$ cat config.mk
export PLATFORM = sky130hd
export DESIGN_NAME = line_sequencer
export DESIGN_NICKNAME = d
export VERILOG_FILES = /design/src/design/line_sequencer.sv
export SDC_FILE = /design/constraint.sdc
export NUM_CORES = 1
export LEC_CHECK = 0
export BUFFER_PORTS_ARGS = -buffer_cell sky130_fd_sc_hd__buf_4
export CORE_AREA = 4 4 41 43
export DETAILED_ROUTE_END_ITERATION = 8
export DIE_AREA = 0 0 45 47
export PLACE_DENSITY_LB_ADDON = 0.12
export SKIP_CTS_REPAIR_TIMING = 1
export SLEW_MARGIN = 20
export SYNTH_ARGS = -nofsm -noshare
export SYNTH_HDL_FRONTEND = slang
export SYNTH_SLANG_ARGS = --single-unit
$ cat constraint.sdc
create_clock -name clk -period 1.2 [get_ports clk]
set_clock_uncertainty 0.05 [all_clocks]
set_input_delay 0.06 -clock clk [delete_from_list [all_inputs] [get_ports clk]]
set_output_delay 0.06 -clock clk [all_outputs]
set_load 0.1 [all_outputs]
$ cat src/design/line_sequencer.sv
/*
 * line sequencer
 * starts every layer renderer once per line and waits for all of them to finish
 */
module line_sequencer #(
    parameter int NUM_LAYERS = 3
) (
    input  logic                  clk,
    input  logic                  reset,
    input  logic                  hblank_i,
    input  logic                  vblank_i,
    input  logic [8:0]            vrender_i,
    input  logic [NUM_LAYERS-1:0] layer_done_i,
    output logic [NUM_LAYERS-1:0] layer_start_o,
    output logic                  line_busy_o
);

    logic                  hb_q;
    logic                  pending;     // start seen while a line was busy
    logic                  hb_fall;
    logic                  line_req;
    logic [NUM_LAYERS-1:0] done_mask;
    logic [NUM_LAYERS-1:0] done_next;

    assign hb_fall   = hb_q & ~hblank_i;
    // line 0 renders even inside vblank
    assign line_req  = hb_fall & (~vblank_i | (vrender_i == '0));
    assign done_next = done_mask | layer_done_i;

    always_ff @(posedge clk or posedge reset) begin
        if (reset) begin
            hb_q          <= 1'b0;
            pending       <= 1'b0;
            done_mask     <= '0;
            layer_start_o <= '0;
            line_busy_o   <= 1'b0;
        end else begin
            hb_q          <= hblank_i;
            layer_start_o <= '0;                 // strobe, one cycle only
            if (line_busy_o) begin
                if (line_req) begin
                    pending <= 1'b1;
                end
                if (&done_next) begin
                    line_busy_o <= 1'b0;         // last layer finished
                    done_mask   <= '0;
                end else begin
                    done_mask <= done_next;
                end
            end else if (line_req || pending) begin
                layer_start_o <= '1;             // all layers together
                line_busy_o   <= 1'b1;
                pending       <= 1'b0;
                done_mask     <= '0;
            end
        end
    end

endmodule

# == After elaboration in Yosys (flattened, before gate mapping) ==
# Cells that the tools add are included.
# op_classes
eq_ne,1
mux,11
bitwise_logic,6
reduce_logical,5
# op_table
op,n
$mux 3,5
$logic_not 9->1,1
$mux 1,6
$or 3x3->3,1
$reduce_and 3->1,1
$and 1x1->1,2
$ne 2x1->1 const B,1
$not 1->1,2
$reduce_and 2->1,1
$reduce_bool 2->1,1
$logic_or 1x1->1,1
$or 1x1->1,1
# totals
register_bits,9
input_bits,16
out_inout_bits,4
elab_cells,28

# == Depth between registers and ports, before layout ==
# Gate-level depths: netlist of run 1.
# depth
word_depth,6
depth_mapped,3

# == Worst setup path before layout of run 1 ==
# No wires, ideal clock.
# synth_timing
path_type,reg2reg
start,register line_busy_o
end,register done_mask[0]
setup_ps,103
t_arrival_ps,1520
slack_ps,-474
stages_incl_launch_ff,4
cell_sequence,dfrtp_1 clkbuf_1 o221ai_1 o41ai_2
# synth_between
elab_chain_len,1
word_cells_on_any_way,2
cone_classes,1 x mux; 1 x reduce/logical
# synth_lines
element,line_no,source
start: declaration,15,output logic line_busy_o
start signal: assignment,36,line_busy_o <= 1'b0;
start signal: assignment,45,line_busy_o <= 1'b0;
start signal: assignment,52,line_busy_o <= 1'b1;
$mux 3 or $reduce_bool 2->1 (tied branches),--,
end signal: assignment,48,done_mask <= done_next;
end: declaration,22,logic [NUM_LAYERS-1:0] done_mask;
# Several ways; a longest one is shown, not always the timed one.
# A chain may end at the register's enable or synchronous reset.

# == Final worst setup path of run 1 ==
# layout_timing
start,register hb_q
end,register done_mask[1]
# layout_between
elab_chain_len,4
# layout_lines
element,line_no,source
start: declaration,18,logic hb_q;
start signal: assignment,38,hb_q <= hblank_i;
$and 1x1->1,25,assign hb_fall = hb_q & ~hblank_i;
$and 1x1->1,27,assign line_req = hb_fall & (~vblank_i | (vrender_i == '0));
$logic_or 1x1->1,50,end else if (line_req || pending) begin
$reduce_bool 2->1 (no source line),--,
# Every way passes these cells.

==> results of run 1 <==
## cells by family after synthesis
kind of cell,synth area share [%]
AOI/OAI and AO/OA,24.8
DFF,44.4
and+or+nand+nor,22.2
buffers and inverters,8.57
## cell type report
type | count | area [sq um]
Tap cell | 15 | 18.8
Sequential cell | 7 | 180
Timing Repair Buffer | 22 | 174
Clock buffer | 4 | 26.3
Fill cell | 129 | 694
Inverter | 4 | 15.0
Multi-Input combinational cell | 21 | 193
## flip-flops by register name, indices dropped and copies added (netlist names)
signal         flops
pending            1
hb_q               1
done_mask          3
line_busy_o        1
layer_start_o      1
## power breakdown
part	switching, mW	internal, mW	total [mW]
Sequential	0.0998	0.324	0.424
Combinational	0.374	0.207	0.581
Clock	0.0880	0.127	0.215
## layer usage
layer / share of wire (%) / wire length (microns)
met2: 49 / 465
met4: 0.95 / 9
met1: 38 / 363
met5: 0 / 0
met3: 11 / 107
## worst min-delay path by stage
| stage | to | from | slack [ps] | depth (start not counted) |
|---|---|---|---|---|
| finish | done_mask[2] | layer_done_i[2] | 20 | 3 |
| CTS | pending | reset | -300 | 2 |
| global route | done_mask[2] | layer_done_i[2] | 20 | 3 |
| floorplan | done_mask[0] | reset | -190 | 1 |
| detailed placement | pending | reset | -30 | 2 |
| global placement | hb_q | reset | -40 | 2 |
## tightest hold or removal path, stage by stage
cell	delay (ps)
sky130_fd_sc_hd__buf_4	80
sky130_fd_sc_hd__o211ai_1	90
sky130_fd_sc_hd__o41ai_2	50
## layout by cell type (no fill, tap or decap), types with 2 or more instances in the layout
master / n
sky130_fd_sc_hd__clkbuf_4: 3
sky130_fd_sc_hd__o21ai_0: 2
sky130_fd_sc_hd__dlygate4sd3_1: 2
sky130_fd_sc_hd__inv_1: 4
sky130_fd_sc_hd__o211ai_1: 2
sky130_fd_sc_hd__dfrtp_1: 5
sky130_fd_sc_hd__o221ai_1: 2
sky130_fd_sc_hd__nor2_1: 2
sky130_fd_sc_hd__buf_4: 19
sky130_fd_sc_hd__o41ai_2: 3
==> flow_summary.yaml, run 1 <==
status:
  status: "finished with violations"
  failed_checks: "negative setup slack"
cts:
  max-clock-path-buffers: 2
  clockRootBuffer: "sky130_fd_sc_hd__clkbuf_4"
  worst_setup_hold_path_clk_slew_ps: 50
  clkSinkCount: 7
  cts_made_buffers: 3
  cts_tree: "built"
  cts_max_level: 1
  worstSkewPairLatency_ps: 250
synthesis:
  synth_flop_cell: "sky130_fd_sc_hd__dfrtp_1"
  post-synth-top-count-cell: "sky130_fd_sc_hd__dfrtp_1"
  syn_avg_cell_area_sq_um: 11.3
  yosysSeqAreaShare_pct: 44.4
  post_synth_instance_area_sq_um: 394
  synth_warnings: 0
  synth-edff-count: 0
  synth_area_leaders: "sky130_fd_sc_hd__dfrtp_1, sky130_fd_sc_hd__o41ai_2, sky130_fd_sc_hd__nor4_4, sky130_fd_sc_hd__o221ai_1, sky130_fd_sc_hd__buf_4"
  postSynthCellCount: 35
  synth_area_leader_cell: "sky130_fd_sc_hd__dfrtp_1"
  yosys-top-cells-count: "sky130_fd_sc_hd__dfrtp_1, sky130_fd_sc_hd__inv_1"
  synth.distinct_cells: 20
  ys_async_sr_fraction_pct: 100
  ys_ff_latch: 7
  syn_nets: 51
  yosys.area.top_type_share_pct: 44.4
worst_setup_path:
  criticalPathCategory: "flop to flop"
  setup.worst_path.start: "hb_q"
  reg2reg_from: "hb_q"
  critical_path.endpoint_type: "flop"
  crit_arrival_ps: 1340
  timing.critical_path.cells: "nor3b_1, or2_4, o41ai_2"
  cp.required_ps: 1290
  cp.depth: 3
  cp-start-kind: "flop"
  endpoint: "done_mask[1]"
  cpLargestDelayFamily: "simple AND/OR/NAND/NOR gates"
  rr_worst_depth: 3
  cp_slowest_stage_delay_ps: 370
  critical_path.slowest_cell: "sky130_fd_sc_hd__dfrtp_1"
  critical_path.reg2reg.endpoint: "done_mask[1]"
  regToRegSetupSlack_ps: -50
  critical_path_buf_inv_count: 0
  cp_max_fanout: 3
cells_and_area:
  synthToLayoutAreaGrowth_pct: 54.0
  final_design_area_no_fill_sq_um: 607
  drive_gt1_share_pct: 55.2
  antenna_cells: 0
  finish.cell_count_without_fillers: 73
  design.final.nets: 75
  fin_util_pct: 46.6
routing:
  post_drt_wl_per_cell_microns: 13.0
  routed_wire_length_microns: 946
  vias_per_cell: 5.21
  remaining_drc_errors: 0
  via_count: 380
  drtIter0Drc: 6
  drt-pass1-iter-count: 4
  drt.antenna.violating_nets: 0
floorplanning:
  initial_cell_density_of_the_core_pct: 30.3
  die_h_microns: 47
  io-pin-count: 20
  dieArea_sq_um: 2120
  placement_rows: 13
  floorplan.die.width_microns: 45
  core_sq_um: 1300
grt:
  maximum_number_of_pins_on_one_net_before_global_route_repair: 13
  grt.met1_usage_pct: 9.74
  vias_in_the_first_global_route: 376
  grt_util_met2_pct: 18.9
  initial_antenna_violation_count: 0
  grt-busiest-layer: "met2"
  global_route.usage.met3_pct: 2.30
  grt_first_pass_wirelength_microns: 1500
  grtUsageTotal_pct: 10.3
  globalRoute.totalOverflow: 0
sta:
  setup_ws_ps: -45.5
  grt_setup_unrepaired: "yes"
  slew-limit-headroom_pct: 78.7
  final_tns_setup_ps: -150
  hold_violations: 0
  layout_worst_path_cycle_share_pct: 104
  hold_ws_ps: 18.1
  timing_max_transition_violations_final: 0
  worst_slew_pin_slew_ps: 320
  fin_crit_ps: 1250
  fmax_mhz: 803
  setup_viol: 4
placement:
  gp_congestion: 0.741
  dpl.cell_count: 66
  place_ws_ps: -70.4
  port_buffers: 19
  place_area_sq_um: 549
job:
  cap_violations: 0
power:
  worst_ir_drop_vdd_v: 0.000764
  power_density_nw_per_um2: 2010
  static-leakage-power_nw: 0.276
  total_power_mw: 1.22
worst_hold_path:
  worst_hold_check_path_type: "input pin to flop"
No activity file was read; power rests on OpenSTA's default activity.
==> run 2: changes to the inputs <==
--- a/config.mk
+++ b/config.mk
@@ -10,6 +10,7 @@
 export DETAILED_ROUTE_END_ITERATION = 8
 export DIE_AREA = 0 0 45 47
 export PLACE_DENSITY_LB_ADDON = 0.12
+export REMOVE_ABC_BUFFERS = 1
 export SKIP_CTS_REPAIR_TIMING = 1
 export SLEW_MARGIN = 20
 export SYNTH_ARGS = -nofsm -noshare
==> flow_summary.yaml, run 2 (synthesized netlist as in run 1, its figures left out) <==
cts:
  clkSinkCount: 7
  cts_max_level: 1
  worst_setup_hold_path_clk_slew_ps: 60
  worstSkewPairLatency_ps: 250
  cts_tree: "built"
  cts_made_buffers: 3
  max-clock-path-buffers: 2
  clockRootBuffer: "sky130_fd_sc_hd__clkbuf_4"
floorplanning:
  initial_cell_density_of_the_core_pct: 30.3
  core_sq_um: 1300
  io-pin-count: 20
  placement_rows: 13
  floorplan.die.width_microns: 45
  die_h_microns: 47
  dieArea_sq_um: 2120
job:
  cap_violations: 0
placement:
  gp_congestion: 0.752
  dp_hpwl_microns: 867
  dpl.cell_count: 67
  port_buffers: 19
  place_ws_ps: -0.469
cells_and_area:
  antenna_cells: 0
  fin_util_pct: 47.3
  largest_register_ffs: 3
  drive_gt1_share_pct: 53.4
  design.final.nets: 75
  commonest_non_fill_non_tap_cell_in_the_layout: "sky130_fd_sc_hd__buf_4"
  synthToLayoutAreaGrowth_pct: 56.2
  fillerInstances: 129
  layout_common_cells: "sky130_fd_sc_hd__buf_4, sky130_fd_sc_hd__dfrtp_1, sky130_fd_sc_hd__inv_1"
  finish.cell_count_without_fillers: 73
  largest_register: "done_mask"
worst_setup_path:
  cp_max_fanout: 4
  timing.critical_path.cells: "nor4b_2, and3_4, o41ai_1"
  critical_path.reg2reg.endpoint: "done_mask[1]"
  critical_path_buf_inv_count: 0
  crit_arrival_ps: 1270
  reg2reg_from: "hb_q"
  cp_slowest_stage_delay_ps: 360
  setup.worst_path.start: "hb_q"
  cp.required_ps: 1290
  criticalPathCategory: "flop to flop"
  critical_path.slowest_cell: "sky130_fd_sc_hd__dfrtp_1"
  rr_worst_depth: 3
  cp-start-kind: "flop"
  critical_path.endpoint_type: "flop"
  cpLargestDelayFamily: "flip-flops"
  regToRegSetupSlack_ps: 20
sta:
  hold_violations: 0
  hold_ws_ps: 25.4
  slew-limit-headroom_pct: 80.8
  grt_setup_unrepaired: "yes"
  setup_ws_ps: 15.2
  setup_viol: 0
  layout_worst_path_cycle_share_pct: 98.7
  fmax_mhz: 844
  fin_crit_ps: 1180
  worst_slew_pin_slew_ps: 285
  timing_max_transition_violations_final: 0
  final_tns_setup_ps: 0
routing:
  drtIter0Drc: 8
  post_drt_wl_per_cell_microns: 13.8
  via_count: 390
  drt-pass1-iter-count: 4
  routed_wire_length_microns: 1010
  drt.antenna.violating_nets: 0
  remaining_drc_errors: 0
  vias_per_cell: 5.34
grt:
  maximum_number_of_pins_on_one_net_before_global_route_repair: 10
  grtUsageTotal_pct: 11.2
  globalRoute.totalOverflow: 0
  initial_antenna_violation_count: 0
  vias_in_the_first_global_route: 403
  grt_first_pass_wirelength_microns: 1620
power:
  static-leakage-power_nw: 0.280
  worst_ir_drop_vdd_v: 0.00102
  power_density_nw_per_um2: 2060
worst_hold_path:
  hp-start: "layer_done_i[2]"
  timing.hold.worst_endpoint: "done_mask[2]"
  worst_hold_check_path_type: "input pin to flop"
  hold-path-cell-count: 3
status:
  status: "finished clean"
-- run 2: routing by layer --
metal,track usage [%],up-vias,share of wire (%)
met5,0,-,0
met3,6.90,2,10
met4,3.51,0,1.4
li1,-,178,-
met1,10.7,189,33
met2,20.1,21,56
-- run 2: worst max path at each step --
stage,cells past startpoint,slack [ps],endpoint
finish,3,20,done_mask[1]
global route,3,-30,done_mask[0]
detailed placement,3,-0.5,done_mask[1]
CTS,2,-50,line_busy_o
global placement,3,70,done_mask[1]
floorplan,0,-980,layer_start_o[0]
-- run 2: worst register-to-register path, delay by kind of cell, from the launching register on --
family / cells / cell delay, ps
flip-flops: 1 / 360
AO/OA/AOI/OAI: 1 / 320
AND/OR/NAND/NOR: 2 / 350
-- run 2: report_power, final --
part           total (mW)  internal [mW]  switching, mW
clock network       0.215          0.127         0.0876
registers           0.379          0.312         0.0668
logic               0.675          0.249          0.426
-- run 2: layout make-up --
cell class	instances	area, sq um	area share [%]
clock buffers	4	26.3	4.27
inverters	4	15.0	2.44
multi-input cells	21	198	32.1
flip-flops and latches	7	175	28.5
well taps	15	18.8	3.05
repair buffers	22	183	29.7
-- run 2: metrics by stage --
step,power (mW),area [sq um]
finish,1.27,616
global route,1.35,616
CTS,1.22,571
detailed placement,0.995,544
global placement,0.975,544
floorplan,0.809,375
==> run 3: changes to the inputs <==
--- a/config.mk
+++ b/config.mk
@@ -10,9 +10,9 @@
 export DETAILED_ROUTE_END_ITERATION = 8
 export DIE_AREA = 0 0 45 47
 export PLACE_DENSITY_LB_ADDON = 0.12
+export RECOVER_POWER = 50
 export REMOVE_ABC_BUFFERS = 1
 export SKIP_CTS_REPAIR_TIMING = 1
-export SLEW_MARGIN = 20
 export SYNTH_ARGS = -nofsm -noshare
 export SYNTH_HDL_FRONTEND = slang
 export SYNTH_SLANG_ARGS = --single-unit
==> constraint.sdc (replaced) <==
create_clock -name clk -period 1.1 [get_ports clk]
set_clock_uncertainty 0.05 [all_clocks]
set_input_delay 0.055 -clock clk [delete_from_list [all_inputs] [get_ports clk]]
set_output_delay 0.055 -clock clk [all_outputs]
set_load 0.1 [all_outputs]
==> flow_summary.yaml, run 3 (synthesized netlist as in run 1, its figures left out) <==
cells_and_area:
  finish.cell_count_without_fillers: 75
  largest_register_ffs: 3
  synthToLayoutAreaGrowth_pct: 66.3
  layout.area.seq_sq_um: 175
  drive_gt1_share_pct: 58.3
  fin_util_pct: 50.4
  layout_common_cells: "sky130_fd_sc_hd__buf_4, sky130_fd_sc_hd__dfrtp_1, sky130_fd_sc_hd__inv_1, sky130_fd_sc_hd__clkbuf_4"
  multi_input_comb_area_sq_um: 221
  largest_register: "done_mask"
  final_design_area_no_fill_sq_um: 656
  design.final.nets: 77
  antenna_cells: 0
  fillerInstances: 123
  commonest_non_fill_non_tap_cell_in_the_layout: "sky130_fd_sc_hd__buf_4"
power:
  static-leakage-power_nw: 0.299
  worst_ir_drop_vdd_v: 0.00104
  power_density_nw_per_um2: 2290
floorplanning:
  core_sq_um: 1300
  floorplan.die.width_microns: 45
  initial_cell_density_of_the_core_pct: 30.3
  dieArea_sq_um: 2120
  io-pin-count: 20
  placement_rows: 13
  die_h_microns: 47
sta:
  hold_ws_ps: 61.3
  hold_violations: 0
  fmax_mhz: 873
  grt_setup_unrepaired: "yes"
  setup_ws_ps: -46.0
  timing_max_transition_violations_final: 0
  layout_worst_path_cycle_share_pct: 104
  worst_slew_pin_slew_ps: 286
  setup_viol: 7
  fin_crit_ps: 1150
  slew-limit-headroom_pct: 80.9
grt:
  grtUsageTotal_pct: 11.1
  grt_first_pass_wirelength_microns: 1590
  maximum_number_of_pins_on_one_net_before_global_route_repair: 10
  vias_in_the_first_global_route: 387
  initial_antenna_violation_count: 0
  globalRoute.totalOverflow: 0
cts:
  cts_tree: "built"
  worstSkewPairLatency_ps: 250
  cts_made_buffers: 3
  max-clock-path-buffers: 2
  worst_setup_hold_path_clk_slew_ps: 50
  clockRootBuffer: "sky130_fd_sc_hd__clkbuf_4"
  cts_max_level: 1
  clkSinkCount: 7
routing:
  drt.antenna.violating_nets: 0
  post_drt_wl_per_cell_microns: 14.4
  via_count: 386
  routed_wire_length_microns: 1080
  drt-pass1-iter-count: 2
  remaining_drc_errors: 0
  drtIter0Drc: 1
  vias_per_cell: 5.15
placement:
  place_area_sq_um: 544
  dpl.cell_count: 67
  place_ws_ps: -61.5
  port_buffers: 19
  gp_congestion: 0.734
  dp_hpwl_microns: 806
worst_setup_path:
  critical_path.slowest_cell: "sky130_fd_sc_hd__dfrtp_1"
  reg2reg_from: "hb_q"
  cp-start-kind: "flop"
  timing.critical_path.cells: "nor3b_2, or2_4, o21a_1"
  cp_max_fanout: 4
  cp_slowest_stage_delay_ps: 360
  critical_path.endpoint_type: "flop"
  regToRegSetupSlack_ps: -50
  criticalPathCategory: "flop to flop"
  rr_worst_depth: 3
  critical_path.reg2reg.endpoint: "pending"
  setup.worst_path.start: "hb_q"
  crit_arrival_ps: 1230
  endpoint: "pending"
  cp.required_ps: 1180
status:
  status: "finished with violations"
  failed_checks: "negative setup slack"
job:
  cap_violations: 0
worst_hold_path:
  worst_hold_check_path_type: "input pin to flop"
-- run 3: cell count changes in the layout (fill, tap and decap cells not counted), sizes merged --
| cell | before | now |
|---|---|---|
| clkbuf | 4 | 5 |
| buf | 20 | 21 |
-- run 3: worst max-delay path: cells and delay by family (launching register included) --
kind | cells | cell delay [ps]
AO/OA/AOI/OAI | 1 | 190
flip-flops | 1 | 360
AND/OR/NAND/NOR | 2 | 420
-- run 3: final cells by class --
class	instances	area share (%)
tap	15	2.86
timing repair buffer	24	30.3
clock buffer	4	4.01
inverter	4	2.29
multi-input combinational	21	33.8
sequential	7	26.7
-- run 3: worst min path at each step --
stage | from | slack [ps] | cells after the start | endpoint
after floorplan | reset | -190 | 1 | done_mask[0]
after global routing | layer_done_i[2] | 60 | 3 | done_mask[2]
final | layer_done_i[2] | 60 | 3 | done_mask[2]
after detailed placement | reset | -40 | 2 | done_mask[2]
after CTS | reset | -310 | 2 | hb_q
after global placement | reset | -40 | 2 | pending
-- run 3: report_power, final --
| part | switching (mW) | internal (mW) |
|---|---|---|
| combinational | 0.501 | 0.345 |
| sequential | 0.0807 | 0.341 |
| clock | 0.0931 | 0.138 |
-- run 3: through the flow --
stage	power (mW)	setup TNS [ps]
5_1_grt	1.59	-662
6_report	1.50	-220
2_1_floorplan	0.883	-6110
3_5_place_dp	1.08	-129
3_3_place_gp	1.07	-35.1
4_1_cts	1.33	-321
-- run 3: metal layers --
| layer | track usage, % | wire length, microns |
|---|---|---|
| met4 | 10.5 | 12 |
| met1 | 12.3 | 425 |
| met5 | 0 | 0 |
| met2 | 17.5 | 579 |
| met3 | 2.68 | 61 |
