<file path="src/design/scroll_geom_pkg.sv">
/*
 * scroll geometry constants
 * tilemap, tile and screen dimensions shared by the layer blocks
 */
package scroll_geom_pkg;

    // screen side
    localparam int SCREEN_W      = 320;      // visible pixels per line
    localparam int LINE_BUF_AW   = 9;        // 512 entries per buffer half

    // tiles and map
    localparam int TILE_PX       = 16;       // tile edge in pixels
    localparam int TILE_SH       = $clog2(TILE_PX);
    localparam int MAP_TILES     = 32;       // map is 32x32 entries
    localparam int MAP_SH        = $clog2(MAP_TILES);

    // tile RAM holds two words per map entry
    localparam int VRAM_AW       = 13;

    // 320 / 16 = 20, plus one for the partial tile under fine scroll
    localparam int VISIBLE_TILES = 21;

    // anything above this is not a real tile
    localparam int MAX_TILE      = 'h1FFFF;

    // host scroll registers, signed
    localparam int SCROLL_W      = 13;

endpackage

</file>
<file path="src/design/scroll_types_pkg.sv">
/*
 * scroll layer types
 * structs and enums passed between the sequencer, renderers and line buffers
 */
package scroll_types_pkg;
    import scroll_geom_pkg::*;

    localparam int CODE_W  = 13;   // tile code sent to graphics ROM
    localparam int BANK_W  = 3;
    localparam int PRIO_W  = 4;
    localparam int PAL_W   = 7;
    localparam int COLOR_W = 4;    // one nibble per pixel

    // final scroll position of one layer
    typedef struct packed {
        logic signed [SCROLL_W-1:0] x;
        logic signed [SCROLL_W-1:0] y;
    } layer_scroll_t;

    // one 8-pixel graphics word request
    typedef struct packed {
        logic [CODE_W-1:0]  code;
        logic [BANK_W-1:0]  bank;
        logic [TILE_SH-1:0] line;   // row inside the tile
        logic               half;   // 0 left, 1 right
    } gfx_req_t;

    // all zero is transparent
    typedef struct packed {
        logic [PRIO_W-1:0]  prio;
        logic [PAL_W-1:0]   pal;
        logic [COLOR_W-1:0] code;
    } pixel_t;

    typedef struct packed {
        logic                   we;
        logic [LINE_BUF_AW-1:0] addr;
        pixel_t                 pix;
    } buf_wr_t;

    typedef enum logic [3:0] {
        IDLE, MAP_NUM, MAP_ATTR, TILE_CHECK, GFX_REQ, GFX_WAIT, DRAW, NEXT_HALF, DONE
    } render_state_e;

endpackage

</file>
<file path="src/design/layer_renderer.sv">
/*
 * layer renderer
 * reads one map row, fetches tile graphics and writes the pixels of one line
 */
module layer_renderer #(
    parameter int TILES_PER_LINE = 21
) (
    input  logic                                clk,
    input  logic                                reset,
    input  logic                                start_i,
    input  logic [8:0]                          vrender_i,
    input  scroll_types_pkg::layer_scroll_t     scroll_i,
    output logic [scroll_geom_pkg::VRAM_AW-1:0] vram_addr_o,
    input  logic [15:0]                         vram_data_i,
    output logic                                gfx_cs_o,
    output scroll_types_pkg::gfx_req_t          gfx_req_o,
    input  logic                                gfx_ok_i,
    input  logic [31:0]                         gfx_data_i,
    output scroll_types_pkg::buf_wr_t           buf_wr_o,
    output logic                                done_o
);
    import scroll_geom_pkg::*;
    import scroll_types_pkg::*;

    render_state_e state;
    logic [MAP_SH-1:0]   tile_x;        // column within the visible strip
    logic                half;
    logic                check_phase;   // 0 tile number, 1 attribute
    logic [2:0]          pix_idx;

    // latched at line start
    logic [MAP_SH-1:0]   map_row;
    logic [MAP_SH-1:0]   col_base;
    logic [TILE_SH-1:0]  tile_line;
    logic [TILE_SH-1:0]  fine_x;

    // current map entry and graphics word
    logic [15:0]         tile_num;
    logic [PRIO_W-1:0]   tile_prio;
    logic [PAL_W-1:0]    tile_pal;
    logic [31:0]         gfx_line;

    logic [SCROLL_W-1:0] y_sum;
    logic [MAP_SH-1:0]   map_col;
    logic                tile_ok;
    logic                last_tile;
    logic [COLOR_W-1:0]  pix_code;
    pixel_t              draw_pix;
    logic [10:0]         scr_x;

    // coarse part gives the map row, fine part the line inside the tile
    assign y_sum     = SCROLL_W'(vrender_i) + scroll_i.y;
    assign map_col   = col_base + tile_x;                    // wraps at 32
    assign tile_ok   = (tile_num != '0) && (32'(tile_num) <= MAX_TILE);
    assign last_tile = (32'(tile_x) == TILES_PER_LINE - 1);
    assign pix_code  = gfx_line[{pix_idx, 2'b00} +: COLOR_W];   // low nibble first
    assign draw_pix  = (pix_code != '0) ? pixel_t'{tile_prio, tile_pal, pix_code}
                                        : pixel_t'('0);

    // left of the screen wraps high, so one compare clips both edges
    assign scr_x = 11'(tile_x) * 11'(TILE_PX) + 11'({half, 3'b000})
                 + 11'(pix_idx) - 11'(fine_x);

    always_ff @(posedge clk or posedge reset) begin
        if (reset) begin
            state       <= IDLE;
            tile_x      <= '0;
            half        <= 1'b0;
            check_phase <= 1'b0;
            pix_idx     <= '0;
            vram_addr_o <= '0;
            gfx_cs_o    <= 1'b0;
            buf_wr_o    <= '0;
            done_o      <= 1'b0;
        end else begin
            buf_wr_o.we <= 1'b0;
            done_o      <= 1'b0;
            case (state)
                IDLE: begin
                    if (start_i) begin
                        tile_x <= '0;
                        half   <= 1'b0;
                        state  <= MAP_NUM;
                    end
                end
                MAP_NUM: begin
                    vram_addr_o <= VRAM_AW'({map_row, map_col, 1'b1});  // tile number word
                    state       <= MAP_ATTR;
                end
                MAP_ATTR: begin
                    vram_addr_o <= VRAM_AW'({map_row, map_col, 1'b0});  // attribute word
                    check_phase <= 1'b0;
                    state       <= TILE_CHECK;
                end
                TILE_CHECK: begin
                    check_phase <= 1'b1;
                    if (check_phase) begin
                        if (tile_ok) begin
                            state <= GFX_REQ;
                        end else if (last_tile) begin
                            state <= DONE;
                        end else begin
                            tile_x <= tile_x + 1'b1;   // blank entry, nothing to draw
                            state  <= MAP_NUM;
                        end
                    end
                end
                GFX_REQ: begin
                    gfx_cs_o <= 1'b1;
                    state    <= GFX_WAIT;
                end
                GFX_WAIT: begin
                    if (gfx_ok_i) begin
                        gfx_cs_o <= 1'b0;
                        pix_idx  <= '0;
                        state    <= DRAW;
                    end
                end
                DRAW: begin
                    buf_wr_o.we   <= (scr_x < 11'(SCREEN_W));
                    buf_wr_o.addr <= scr_x[LINE_BUF_AW-1:0];
                    buf_wr_o.pix  <= draw_pix;
                    pix_idx       <= pix_idx + 1'b1;
                    if (pix_idx == 3'd7) begin
                        state <= NEXT_HALF;
                    end
                end
                NEXT_HALF: begin
                    half <= ~half;
                    if (!half) begin
                        state <= GFX_REQ;              // right 8 pixels next
                    end else if (last_tile) begin
                        state <= DONE;
                    end else begin
                        tile_x <= tile_x + 1'b1;
                        state  <= MAP_NUM;
                    end
                end
                DONE: begin
                    done_o <= 1'b1;
                    state  <= IDLE;
                end
                default: state <= IDLE;
            endcase
        end
    end

    // datapath registers
    always_ff @(posedge clk) begin
        if (state == IDLE && start_i) begin
            map_row   <= y_sum[TILE_SH +: MAP_SH];
            tile_line <= y_sum[TILE_SH-1:0];
            col_base  <= scroll_i.x[TILE_SH +: MAP_SH];
            fine_x    <= scroll_i.x[TILE_SH-1:0];
        end
        if (state == TILE_CHECK) begin
            if (!check_phase) begin
                tile_num <= vram_data_i;
            end else begin
                tile_prio <= vram_data_i[11:8];
                tile_pal  <= vram_data_i[6:0];
            end
        end
        if (state == GFX_REQ) begin
            gfx_req_o.code <= tile_num[CODE_W-1:0];
            gfx_req_o.bank <= tile_num[CODE_W +: BANK_W];
            gfx_req_o.line <= tile_line;
            gfx_req_o.half <= half;
        end
        if (state == GFX_WAIT && gfx_ok_i) begin
            gfx_line <= gfx_data_i;
        end
    end

endmodule

</file>
<file path="config.mk">
export PLATFORM = sky130hd
export DESIGN_NAME = layer_renderer
export DESIGN_NICKNAME = d
export VERILOG_FILES = /design/src/design/scroll_geom_pkg.sv /design/src/design/scroll_types_pkg.sv /design/src/design/layer_renderer.sv
export SDC_FILE = /design/constraint.sdc
export NUM_CORES = 1
export LEC_CHECK = 0
export BUFFER_PORTS_ARGS = -buffer_cell sky130_fd_sc_hd__buf_4
export CAP_MARGIN = 20
export CORE_ASPECT_RATIO = 0.75
export CORE_MARGIN = 1
export CORE_UTILIZATION = 55
export DETAILED_ROUTE_END_ITERATION = 16
export PLACE_DENSITY = 0.81
export SKIP_CTS_REPAIR_TIMING = 1
export SYNTH_ARGS = -nofsm -noshare
export SYNTH_HDL_FRONTEND = slang
export SYNTH_SLANG_ARGS = --single-unit
</file>
<file path="constraint.sdc">
create_clock -name clk -period 5.3 [get_ports clk]
set_input_delay 1.06 -clock clk [delete_from_list [all_inputs] [get_ports clk]]
set_output_delay 1.06 -clock clk [all_outputs]
set_load 0.01 [all_outputs]
</file>
## Yosys cells after proc, flatten, opt, wreduce, memory -nomap -nowiden

Index checks and enable logic that the tools add are counted.

- Input port bits: 87
- Output and inout port bits: 61
- Register bits after elaboration: 152
- Logic and storage cells: 95

- Order comparisons: 1
- Add/subtract/negate cells: 7
- Bitwise gates (word level): 2
- Mux-type cells: 25
- Shift-type cells: 1
- Reductions and logical operators: 18
- Equality and inequality tests: 16

Operator list:

| kind | count |
|---|---|
| $pmux 4 s8 | 1 |
| $shiftx 32x6->4 | 1 |
| $mux 4 | 7 |
| $pmux 13 s2 | 1 |
| $mux 25 | 1 |
| $mux 5 | 5 |
| $eq 4x3->1 const B | 4 |
| $reduce_bool 16->1 | 1 |
| $mux 15 | 1 |
| $pmux 5 s3 | 1 |
| $ne 2x2->1 const B | 6 |
| $add 10x3->11 | 1 |
| $lt 11x9->1 const B | 1 |
| $sub 11x4->11 | 1 |
| $add 9x4->10 | 1 |
| $reduce_and 2->1 | 5 |
| $reduce_bool 2->1 | 5 |
| $add 9x9->9 | 1 |
| $eq 4x2->1 const B | 2 |
| $pmux 1 s2 | 3 |
| $pmux 3 s2 | 1 |
| $add 5x1->5 const B | 1 |
| $add 5x5->5 | 1 |
| $eq 5x5->1 const B | 1 |
| other kinds (13) | 17 |

## Depth between registers and ports, before layout

Gate-level depths: netlist of the first run.

- Depth after elaboration: 5
- Depth in mapped cells: 11

## Least setup slack after synthesis of the first run

Ideal clock, no wire load.

- Kind: in2reg
- Start point: input port start_i
- End point: register col_base[0] (enable)
- Arrival: 2.406 ns
- Setup slack: 2.502 ns
- Cell stages on the path: 4
- Path buffers: 0
- Cells stage by stage: nor4_1 a311oi_2 o211ai_4 nor2_1

- Cells in the longest elaborated chain, start to end: 1

Ends and longest elaborated chain:

| item | line | text |
|---|---|---|
| start, declared | layer_renderer.sv:10 | `input logic start_i,` |
| $logic_and 1x1->1 | layer_renderer.sv:150 | `if (state == IDLE && start_i) begin` |
| end signal, assigned | layer_renderer.sv:153 | `col_base <= scroll_i.x[TILE_SH +: MAP_SH];` |
| end, declared | layer_renderer.sv:33 | `logic [MAP_SH-1:0] col_base;` |

Every way passes these cells.
A chain may end at the register's enable or synchronous reset.

## Worst setup path after layout of the first run

- Start point: register pix_idx[0]
- End point: register buf_wr_o[24] (netlist name)

- Cells in the longest elaborated chain, start to end: 4

Ends and longest elaborated chain:

| item | line | text |
|---|---|---|
| start, declared | layer_renderer.sv:29 | `logic [2:0] pix_idx;` |
| start signal, assigned | layer_renderer.sv:123 | `pix_idx <= pix_idx + 1'b1;` |
| $add 10x3->11 | layer_renderer.sv:62 | `+ 11'(pix_idx) - 11'(fine_x);` |
| $sub 11x4->11 | layer_renderer.sv:62 |  |
| $lt 11x9->1 | layer_renderer.sv:120 | `buf_wr_o.we <= (scr_x < 11'(SCREEN_W));` |
| $mux 25 | layer_renderer.sv:78 | `case (state)` |
| end, declared | layer_renderer.sv:19 | `output scroll_types_pkg::buf_wr_t buf_wr_o,` |

Every way passes these cells.

==> results of run 1 <==
==> per-layer routing <==
layer / track usage [%] / vias to the layer above
met4: 8.24 / 0
met1: 30.2 / 2095
li1: - / 2026
met5: 0 / -
met3: 6.23 / 15
met2: 38.8 / 152
==> per-stage QoR <==
| stage | hold WS, ns | setup slack (ns) |
|---|---|---|
| global route | 0.428 | 2.40 |
| finish | 0.419 | 2.63 |
| floorplan | 0.400 | 2.50 |
| detailed placement | 0.405 | 2.61 |
| CTS | 0.420 | 2.63 |
| global placement | 0.402 | 2.58 |
==> where the power goes <==
part	internal, mW	total (mW)	switching (mW)
clock network	0.763	1.28	0.516
logic	0.729	1.52	0.792
registers	1.64	1.91	0.271
==> logic make-up (layout without fill, tap and decap cells) <==
family | count (synthesis) | after routing | synth area share [%]
mux | 18 | 18 | 4.42
other cells | 1 | 2 | 0.0576
simple gates | 133 | 133 | 10.1
compound gates | 90 | 90 | 10.1
fa+ha+maj | 23 | 23 | 4.77
buf+inv | 40 | 197 | 3.04
flops | 150 | 150 | 65.2
xor+xnor | 17 | 17 | 2.29
==> Yosys cell counts, types with 8 or more instances <==
master and count:
sky130_fd_sc_hd__nor2_1 21, sky130_fd_sc_hd__xnor2_1 14, sky130_fd_sc_hd__a21oi_2 10, sky130_fd_sc_hd__edfxtp_1 98
sky130_fd_sc_hd__inv_1 20, sky130_fd_sc_hd__mux4_2 8, sky130_fd_sc_hd__ha_1 20, sky130_fd_sc_hd__o21ai_1 10
sky130_fd_sc_hd__dfrtp_1 52, sky130_fd_sc_hd__o21ai_0 23, sky130_fd_sc_hd__a21oi_1 10, sky130_fd_sc_hd__nor2b_1 8
sky130_fd_sc_hd__nand2_1 54, sky130_fd_sc_hd__nand2b_1 11
==> registers in the layout, summed over array words and instances (netlist names) <==
name / cells
vram_addr_o: 11
buf_wr_o: 25
gfx_cs_o: 1
gfx_req_o: 21
tile_prio: 4
check_phase: 1
fine_x: 4
half: 1
tile_x: 5
pix_idx: 3
tile_pal: 7
gfx_line: 32
map_row: 5
tile_line: 4
done_o: 1
col_base: 5
state: 4
tile_num: 16
==> layout make-up <==
cell class,count,area (um^2),share of cell area (%)
Multi-Input combinational cell,283,2070,24.8
Inverter,20,75.1,0.898
Sequential cell,150,4240,50.8
Clock inverter,15,203,2.43
Tap cell,162,203,2.43
Timing Repair Buffer,145,1140,13.6
Clock buffer,17,425,5.09
==> how the worst min path moves through the flow <==
stage                             from           end  cells after the start
final                     tile_line[0]  gfx_req_o[1]                      0
after global routing      tile_line[0]  gfx_req_o[1]                      0
after CTS                 tile_line[0]  gfx_req_o[1]                      0
after detailed placement  tile_line[0]  gfx_req_o[1]                      0
after global placement    tile_line[0]  gfx_req_o[1]                      0
after floorplan           tile_line[0]  gfx_req_o[1]                      0
==> worst max-delay path, cell delays in order, from the launching register on <==
cell	delay, ns
sky130_fd_sc_hd__dfrtp_1	0.66
sky130_fd_sc_hd__inv_1	0.17
sky130_fd_sc_hd__ha_1	0.17
sky130_fd_sc_hd__inv_1	0.05
sky130_fd_sc_hd__fa_1	0.40
sky130_fd_sc_hd__a21o_1	0.21
sky130_fd_sc_hd__a2111oi_2	0.52
sky130_fd_sc_hd__nand2b_1	0.14
sky130_fd_sc_hd__o311ai_1	0.11
sky130_fd_sc_hd__a21oi_1	0.10
==> impl.org, run 1 <==
** Status
- The flow ran to the end, and the final reports show no timing, DRC or antenna violations.

** Power
- Summing internal, switching and leakage power gives around 4.7 mW.
- VDD sags by at most 0.346 mV.
- Power density normalized to cell area :: 563 nW/um^2
- For this design the static power due to leakage is around 3.4 nW.

** Yosys
- Area share of the leading cell type in the synthesized netlist :: 45.2%
- Number of unique standard cell types used by synthesis :: ~60
- Cell area after synthesis :: 6510 um^2
- The share of the Yosys chip area taken by registers is 65.2%.
- The synthesized design contains between 90 and 100 enable-type register cells.
- Synthesis produced a netlist whose cell count is 472.
- Yosys synthesis warning count :: 0
- The average instance in the mapped netlist occupies 13.8 um^2.
- In this run, synthesis produced a sequential element count of 150.
- After synthesis, the share of flip-flops with an asynchronous set or reset is 34.7%.
- Cells taking the most area after synthesis :: sky130_fd_sc_hd__edfxtp_1, sky130_fd_sc_hd__dfrtp_1, sky130_fd_sc_hd__ha_1, sky130_fd_sc_hd__nand2_1, sky130_fd_sc_hd__mux4_2
- In the synthesized netlist the dominant register cell turns out to be sky130_fd_sc_hd__edfxtp_1.
- Most area-hungry cell type in the Yosys netlist :: sky130_fd_sc_hd__edfxtp_1

** Floorplanning
- The floorplan step defined a die boundary enclosing 12300 um^2.
- Number of rows in the core area :: 34
- around 150 I/O pins were placed.
- From bottom edge to top edge, the die measures 96.2 um.
- Placeable Area :: 11600 um^2
- For this configuration, the core starts out at a cell density of 56.2%.
- Die X :: 128 um

** Global routing
- After global routing the overflow that remains totals 0.
- Number of antenna violations at the first check in global routing :: 0
- Entering global routing, the biggest net connects 38 pins.
- Across every metal layer, demand over resource in global routing totals a little under a quarter.
- The first global-routing pass estimated 21100 um of wire.
- The via count of the first global-routing pass is 4163.

** Critical path
- R2R setup slack :: 2.63 ns
- In this run the worst path has a maximum fanout of 18.
- Data on the critical path arrives at its endpoint at 2.96 ns.
- Critical path data required time :: 5.59 ns
- Endpoint kind of the worst setup timing path :: flop
- For the worst flop-to-flop path, the logic depth is 9.
- R2R Path Start :: pix_idx[0]
- Critical path class :: flop to flop
- Tracing the worst setup path back leads to its startpoint at pix_idx[0].
- In this run the critical register-to-register path is captured at buf_wr_o[24].
- The critical path ends at buf_wr_o[24].
- Startpoint types :: flop

** STA
- Achievable Freq :: 374 MHz
- Setup violations remaining at the end of the flow were counted as 0.
- Max Slew Vio Count :: 0
- For the pin with the worst max-slew slack, the measured transition is 0.780 ns.
- Tcrit/Tclk final :: 50.4%
- In this run the tightest slew margin relative to its limit is 48.0%.
- Summed over all failing endpoints, the final setup total negative slack is 0 ns.
- Unrepaired setup endpoints after global routing :: no
- Across the routed clock network, the largest skew measured is 0.00725 ns.
- Tmin final :: roughly 2.7 ns
- The total count of hold-check failures in the final report came to 0.

** CTS
- Depth of the CTS H-tree :: 4
- Clk_lat worst skew :: 0.42 ns
- TritonCTS clock tree :: done
- Maximum buffer depth of the clock tree :: 2
- The root buffer cell chosen for the clock tree is sky130_fd_sc_hd__clkbuf_16.
- TritonCTS created 17 clock buffers.
- CTS saw 150 sinks.
- After clock tree synthesis, the clock-pin slew on the worst setup and hold paths is 0.06 ns.

** Route
- Top routing layer used :: met4
- Number of design rule violations left after detail routing :: 0
- Final WL :: 13500 um
- Summing over every cut layer, the via total after detailed routing is 4288.
- After detailed routing, the number of vias per cell comes to approximately 5.4.
- In this run the remaining antenna-violating nets after routing total 0.
- Initial DRT Pass Iterations :: 5
- Routed wire length per instance :: 17.0 um
- Starting DRC count in detailed routing :: 291
- Met2 WL :: 6720 um
- After detailed routing, the wire length on met1 is about 5700 um.
- After detailed routing, the met3 layer carries approximately 840 um of wire.

** Min path
- In this run the worst hold path is classified as flop to flop.

** Final layout
- # nets final :: 727
- The post-route netlist has 33.7% of its cells at a drive strength greater than 1.
- After routing the design area is 8360 um^2.
- Non-filler instance count after layout :: 792
- The layout has 773 filler cells.
- In the layout the commonest cells are sky130_fd_sc_hd__buf_4, sky130_fd_sc_hd__edfxtp_1, sky130_fd_sc_hd__nand2_1, sky130_fd_sc_hd__dfrtp_1, sky130_fd_sc_hd__o21ai_0.
- Leaving out fill and tap cells, the most frequent cell in the layout is sky130_fd_sc_hd__buf_4.
- Final cell utilization of the core :: 72.2%
- The number of antenna diodes in the final layout is 0.
- P&R area growth vs syn :: 28.4%

** Placement
- Detailed placement finished with a half-perimeter wire length of 9600 um.
- Number of input and output port buffers inserted :: 137
- The placed instances occupy a cell area of 7690 um^2.
- Total instance count after detailed placement :: 757
- Weighted congestion reported at the end of routability-driven placement :: 0.829

** Flow run
- The tool flagged a number of max-cap violations equal to 0.
No activity file was read; power rests on OpenSTA's default activity.
==> run 2, diff against run 1 <==
ABC_AREA = 1   (was unset)
CORE_UTILIZATION = 49   (was 55)
PLACE_DENSITY = 0.76   (was 0.81)
clock period = 2.3 ns   (was 5.3 ns; I/O delays follow)
==> run 2 against run 1 <==
  * Die area up 11%
  * Design area down 1.1%
  * Flip-flop and latch count unchanged
  * Sequential power up 110%
  * Critical path type unchanged
  * Cell count up 17%
  * Highest routed layer unchanged
  * Clock skew up 0.00061 ns
  * Core utilization down 6.4 points
  * Power up 110%
  * Maximum frequency up 36%
==> impl.org, run 2 <==
** Power
- The power density over the cells came to 1220 nW/um^2 (+120%).
- The maximum ir drop on the vdd rail is 0.733 mV (+110%).
- The leakage component of the power was 3.80 nW (+11%).

** STA
- The worst slew slack as a fraction of its limit came to 57.1% (+9.1 points).
- The final setup violation count was 0 (unchanged).
- Slew @ Worst Pin :: 0.643 ns (-0.137 ns)
- Achievable Freq :: 508 MHz (+36%)
- Setup repair after global routing left no endpoint under its margin.
- Clock skew :: 0.00785 ns (+0.000608 ns)
- Max Slew Vio Count :: 0 (unchanged)
- The final setup TNS came to 0 ns (unchanged).
- Tcrit/Tclk final :: 85.6% (+35 points)
- The total count of hold-check failures in the final report was 0 (unchanged).
- The shortest clock period the worst path allows after layout was 1.97 ns (-0.704 ns).
- Worst Hold Slack :: 0.134 ns (-0.285 ns)

** Yosys
- The area share of the leading cell type in the synthesized netlist was 45.5% (+0.32 points).
- Commonest cells post-synth :: sky130_fd_sc_hd__nand2_1, sky130_fd_sc_hd__edfxtp_1, sky130_fd_sc_hd__inv_1
- Share of cell area taken by muxes after synthesis :: 0% (-4.4 points)
- Sequential cell area fraction in the yosys report :: 65.7% (+0.47 points)
- The adder-cell share of the synthesized area came to 4.80% (+0.034 points).
- The compound-gate portion of the synthesized area is 4.82% (-5.3 points).
- The most common cell in the synthesized netlist is sky130_fd_sc_hd__nand2_1.
- The number of enable-type register cells in the synthesized netlist was 98 (unchanged).
- Basic-gate share of the synthesized area counting and, or, nand and nor cells :: 17.6% (+7.5 points)
- The mean instance size in the synthesized netlist is 10.9 um^2 (-21%).
- sky130_fd_sc_hd__edfxtp_1 takes more of the synthesized area than any other cell.
- The synthesized instance count came to 592 (+25%).
- Post-synthesis register bit count :: 150 (unchanged)
- The area of the mapped netlist is 6460 um^2 (-0.71%).
- Yosys attributes the largest share of cell area to sky130_fd_sc_hd__edfxtp_1, sky130_fd_sc_hd__dfrtp_1, sky130_fd_sc_hd__nand2_1, sky130_fd_sc_hd__ha_1, sky130_fd_sc_hd__inv_1.
- By area, the combinational part of the netlist is dominated by simple AND/OR/NAND/NOR gates.
- The synthesis warning total came to 0 (unchanged).
- The fraction of synthesized cell area in xor and xnor cells was 2.03% (-0.25 points).
- Among all flip-flop cells after synthesis, the most frequent one is sky130_fd_sc_hd__edfxtp_1.
- Async set-reset flop share out of synthesis :: 34.7% (unchanged)
- Number of unique standard cell types used by synthesis :: 35 (-43%)

** Final layout
- gfx_line holds more flip-flops than any other register.
- Leaving out fill and tap cells, the most frequent cells in the layout are sky130_fd_sc_hd__nand2_1, sky130_fd_sc_hd__buf_4, sky130_fd_sc_hd__edfxtp_1, sky130_fd_sc_hd__inv_1, sky130_fd_sc_hd__dfrtp_1.
- The area growth from synthesis to layout is 28.0%.
- Area used by multi-input combinational logic :: 1900 um^2 (-8.2%)
- Regs by FF count :: gfx_line x32, buf_wr_o x25, gfx_req_o x21
- The register area came to 4240 um^2 (unchanged).
- # nets final :: 854 (+17%)
- Fill cell total of the finished layout :: 977 (+26%)
- Commonest non-fill, non-tap cell in the layout :: sky130_fd_sc_hd__nand2_1
- The share of cells above drive strength 1 came to 26.3% (-7.4 points).
- The flip-flop count of the largest register after layout is 32 (unchanged).
- The number of antenna diodes was 0 (unchanged).

** Route
- Final WL :: 12800 um (-4.8%)
- The number of detailed-route iterations in the first pass is 4 (-1).
- Number of nets with antenna violations after routing :: 0 (unchanged)
- The number of vias after detailed routing is 4542 (+5.9%).
- Starting DRC count in detailed routing :: 263 (-9.6%)
- The detail-routed net length per standard cell is 13.9 um (-18%).
- The number of remaining DRC errors is 0 (unchanged).
- Drt via density :: 4.92 (-9.1%)

** Critical path
- Critical path class :: flop to flop
- Endpoint kind of the worst setup timing path :: flop
- Critical path data required time :: 2.64 ns (-2.95 ns)
- The largest driver fanout on the critical path came to 19 (+1).
- Startpoint types :: flop
- The arrival time of the worst setup path was 2.31 ns (-0.65 ns).

** Floorplanning
- DIE AREA :: 13700 um^2 (+11%)
- Number of rows in the core area :: 35 (+2.9%)
- The initial core utilization came to 51.4% (-4.8 points).
- The number of ports placed on the die boundary came to 148 (unchanged).
- Y dimension of the die :: 101 um (+5.5%)
- The core footprint is 12600 um^2 (+8.6%).
- The die outline width is 135 um (+5.5%).

** CTS
- The maximum number of buffers from clock root to sink is 2 (unchanged).
- The number of H-tree levels was 4 (unchanged).
- Clock-pin slew on the worst setup and hold paths :: 0.07 ns (about the same)
- Number of clock sinks :: 150 (unchanged)
- Root buffer cell :: sky130_fd_sc_hd__clkbuf_16
- The number of buffers inserted during clock tree synthesis came to 17 (unchanged).
- The clock latency at the later pin of the worst-skew pair was 0.42 ns (about the same).
- TritonCTS built the clock tree.

** Global routing
- First-pass GRT wire length :: 20700 um (-2.1%)
- Number of antenna violations at the first check in global routing :: 0 (unchanged)
- Maximum number of pins on one net before global-route repair :: 36 (-5.3%)
- The total track usage came to 20.2% (-3.1 points).
- The residual overflow from global routing was 0 (unchanged).
- The via count of the first global-routing pass is 4245 (+2.0%).

** Placement
- The half-perimeter wire length after detailed placement is 9620 um (+0.15%).
- The number of buffers inserted by port buffering came to 137 (unchanged).
- Weighted congestion reported at the end of routability-driven placement :: 0.871 (+5.1%)

** Flow run
- Max_cap viols :: 0 (unchanged)

** Status
- The flow ran to the end, and the final reports show no timing, DRC or antenna violations.

** Min path
- The min-delay analysis places its worst path in the category input port to asynchronous set/reset pin.
-- run 2: per-stage QoR --
| step | std cells | instance area, um^2 | worst slack, ns | utilization (%) | power [mW] |
|---|---|---|---|---|---|
| 6_report | 923 | 8270 | 0.331 | 65.8 | 10.1 |
| 5_1_grt | 923 | 8270 | 0.152 | 65.8 | 10.7 |
| 4_1_cts | 923 | 8270 | 0.315 | 65.8 | 10.2 |
| 3_5_place_dp | 891 | 7670 | 0.217 | 61.0 | 7.43 |
| 3_3_place_gp | 891 | 7670 | 0.226 | 61.0 | 7.31 |
| 2_1_floorplan | 593 | 6460 | 0.338 | - | 6.15 |
-- run 2: cell families after synthesis --
group	count (synthesis)
XOR/XNOR	15
buffers and inverters	71
other	1
flip-flops	150
AO/OA/AOI/OAI	58
AND/OR/NAND/NOR	274
adder cells (fa/ha/maj)	23
-- run 2: worst max-delay path: stages, from the launching register on --
cell	delay (ns)
sky130_fd_sc_hd__dfrtp_1	0.43
sky130_fd_sc_hd__inv_6	0.16
sky130_fd_sc_hd__ha_1	0.16
sky130_fd_sc_hd__inv_1	0.06
sky130_fd_sc_hd__fa_1	0.40
sky130_fd_sc_hd__nand3_1	0.14
sky130_fd_sc_hd__and2_1	0.19
sky130_fd_sc_hd__nand2_1	0.06
sky130_fd_sc_hd__nand2_1	0.06
sky130_fd_sc_hd__nand3_1	0.08
sky130_fd_sc_hd__a21oi_1	0.15
-- run 2: path summary, 6_finish.rpt --
check	end	startpoint	slack (ns)	cells past startpoint
worst max-delay path	buf_wr_o[24]	pix_idx[0]	0.33	10
worst min-delay path	buf_wr_o[10]	reset	0.13	2
worst max register to register	buf_wr_o[24]	pix_idx[0]	0.33	10
worst min register to register	gfx_req_o[2]	tile_line[1]	0.43	0
max in group asynchronous	vram_addr_o[4]	reset	1.48	3
min in group clk	gfx_line[19]	gfx_data_i[19]	0.21	1
-- run 2: where the power goes --
part	switching, mW	total, mW	leakage, nW	internal [mW]
Sequential	0.420	4.08	1.54	3.66
Combinational	1.97	3.30	1.97	1.33
Clock	1.24	2.71	0.294	1.47
Total	3.63	10.1	3.80	6.46
-- run 2: layout make-up --
| class | instances | share of cell area [%] |
|---|---|---|
| well taps | 166 | 2.51 |
| flip-flops and latches | 150 | 51.3 |
| inverters | 57 | 2.65 |
| repair buffers | 146 | 13.3 |
| multi-input cells | 372 | 23.0 |
| clock inverters | 15 | 2.10 |
| clock buffers | 17 | 5.15 |
-- run 2: metal layers --
metal	vias to the layer above	GRT usage, %	share of wire [%]
met2	152	32.4	48
li1	2271	-	-
met5	-	0	0
met3	13	4.55	6.4
met4	0	8.04	1.6
met1	2106	27.1	44
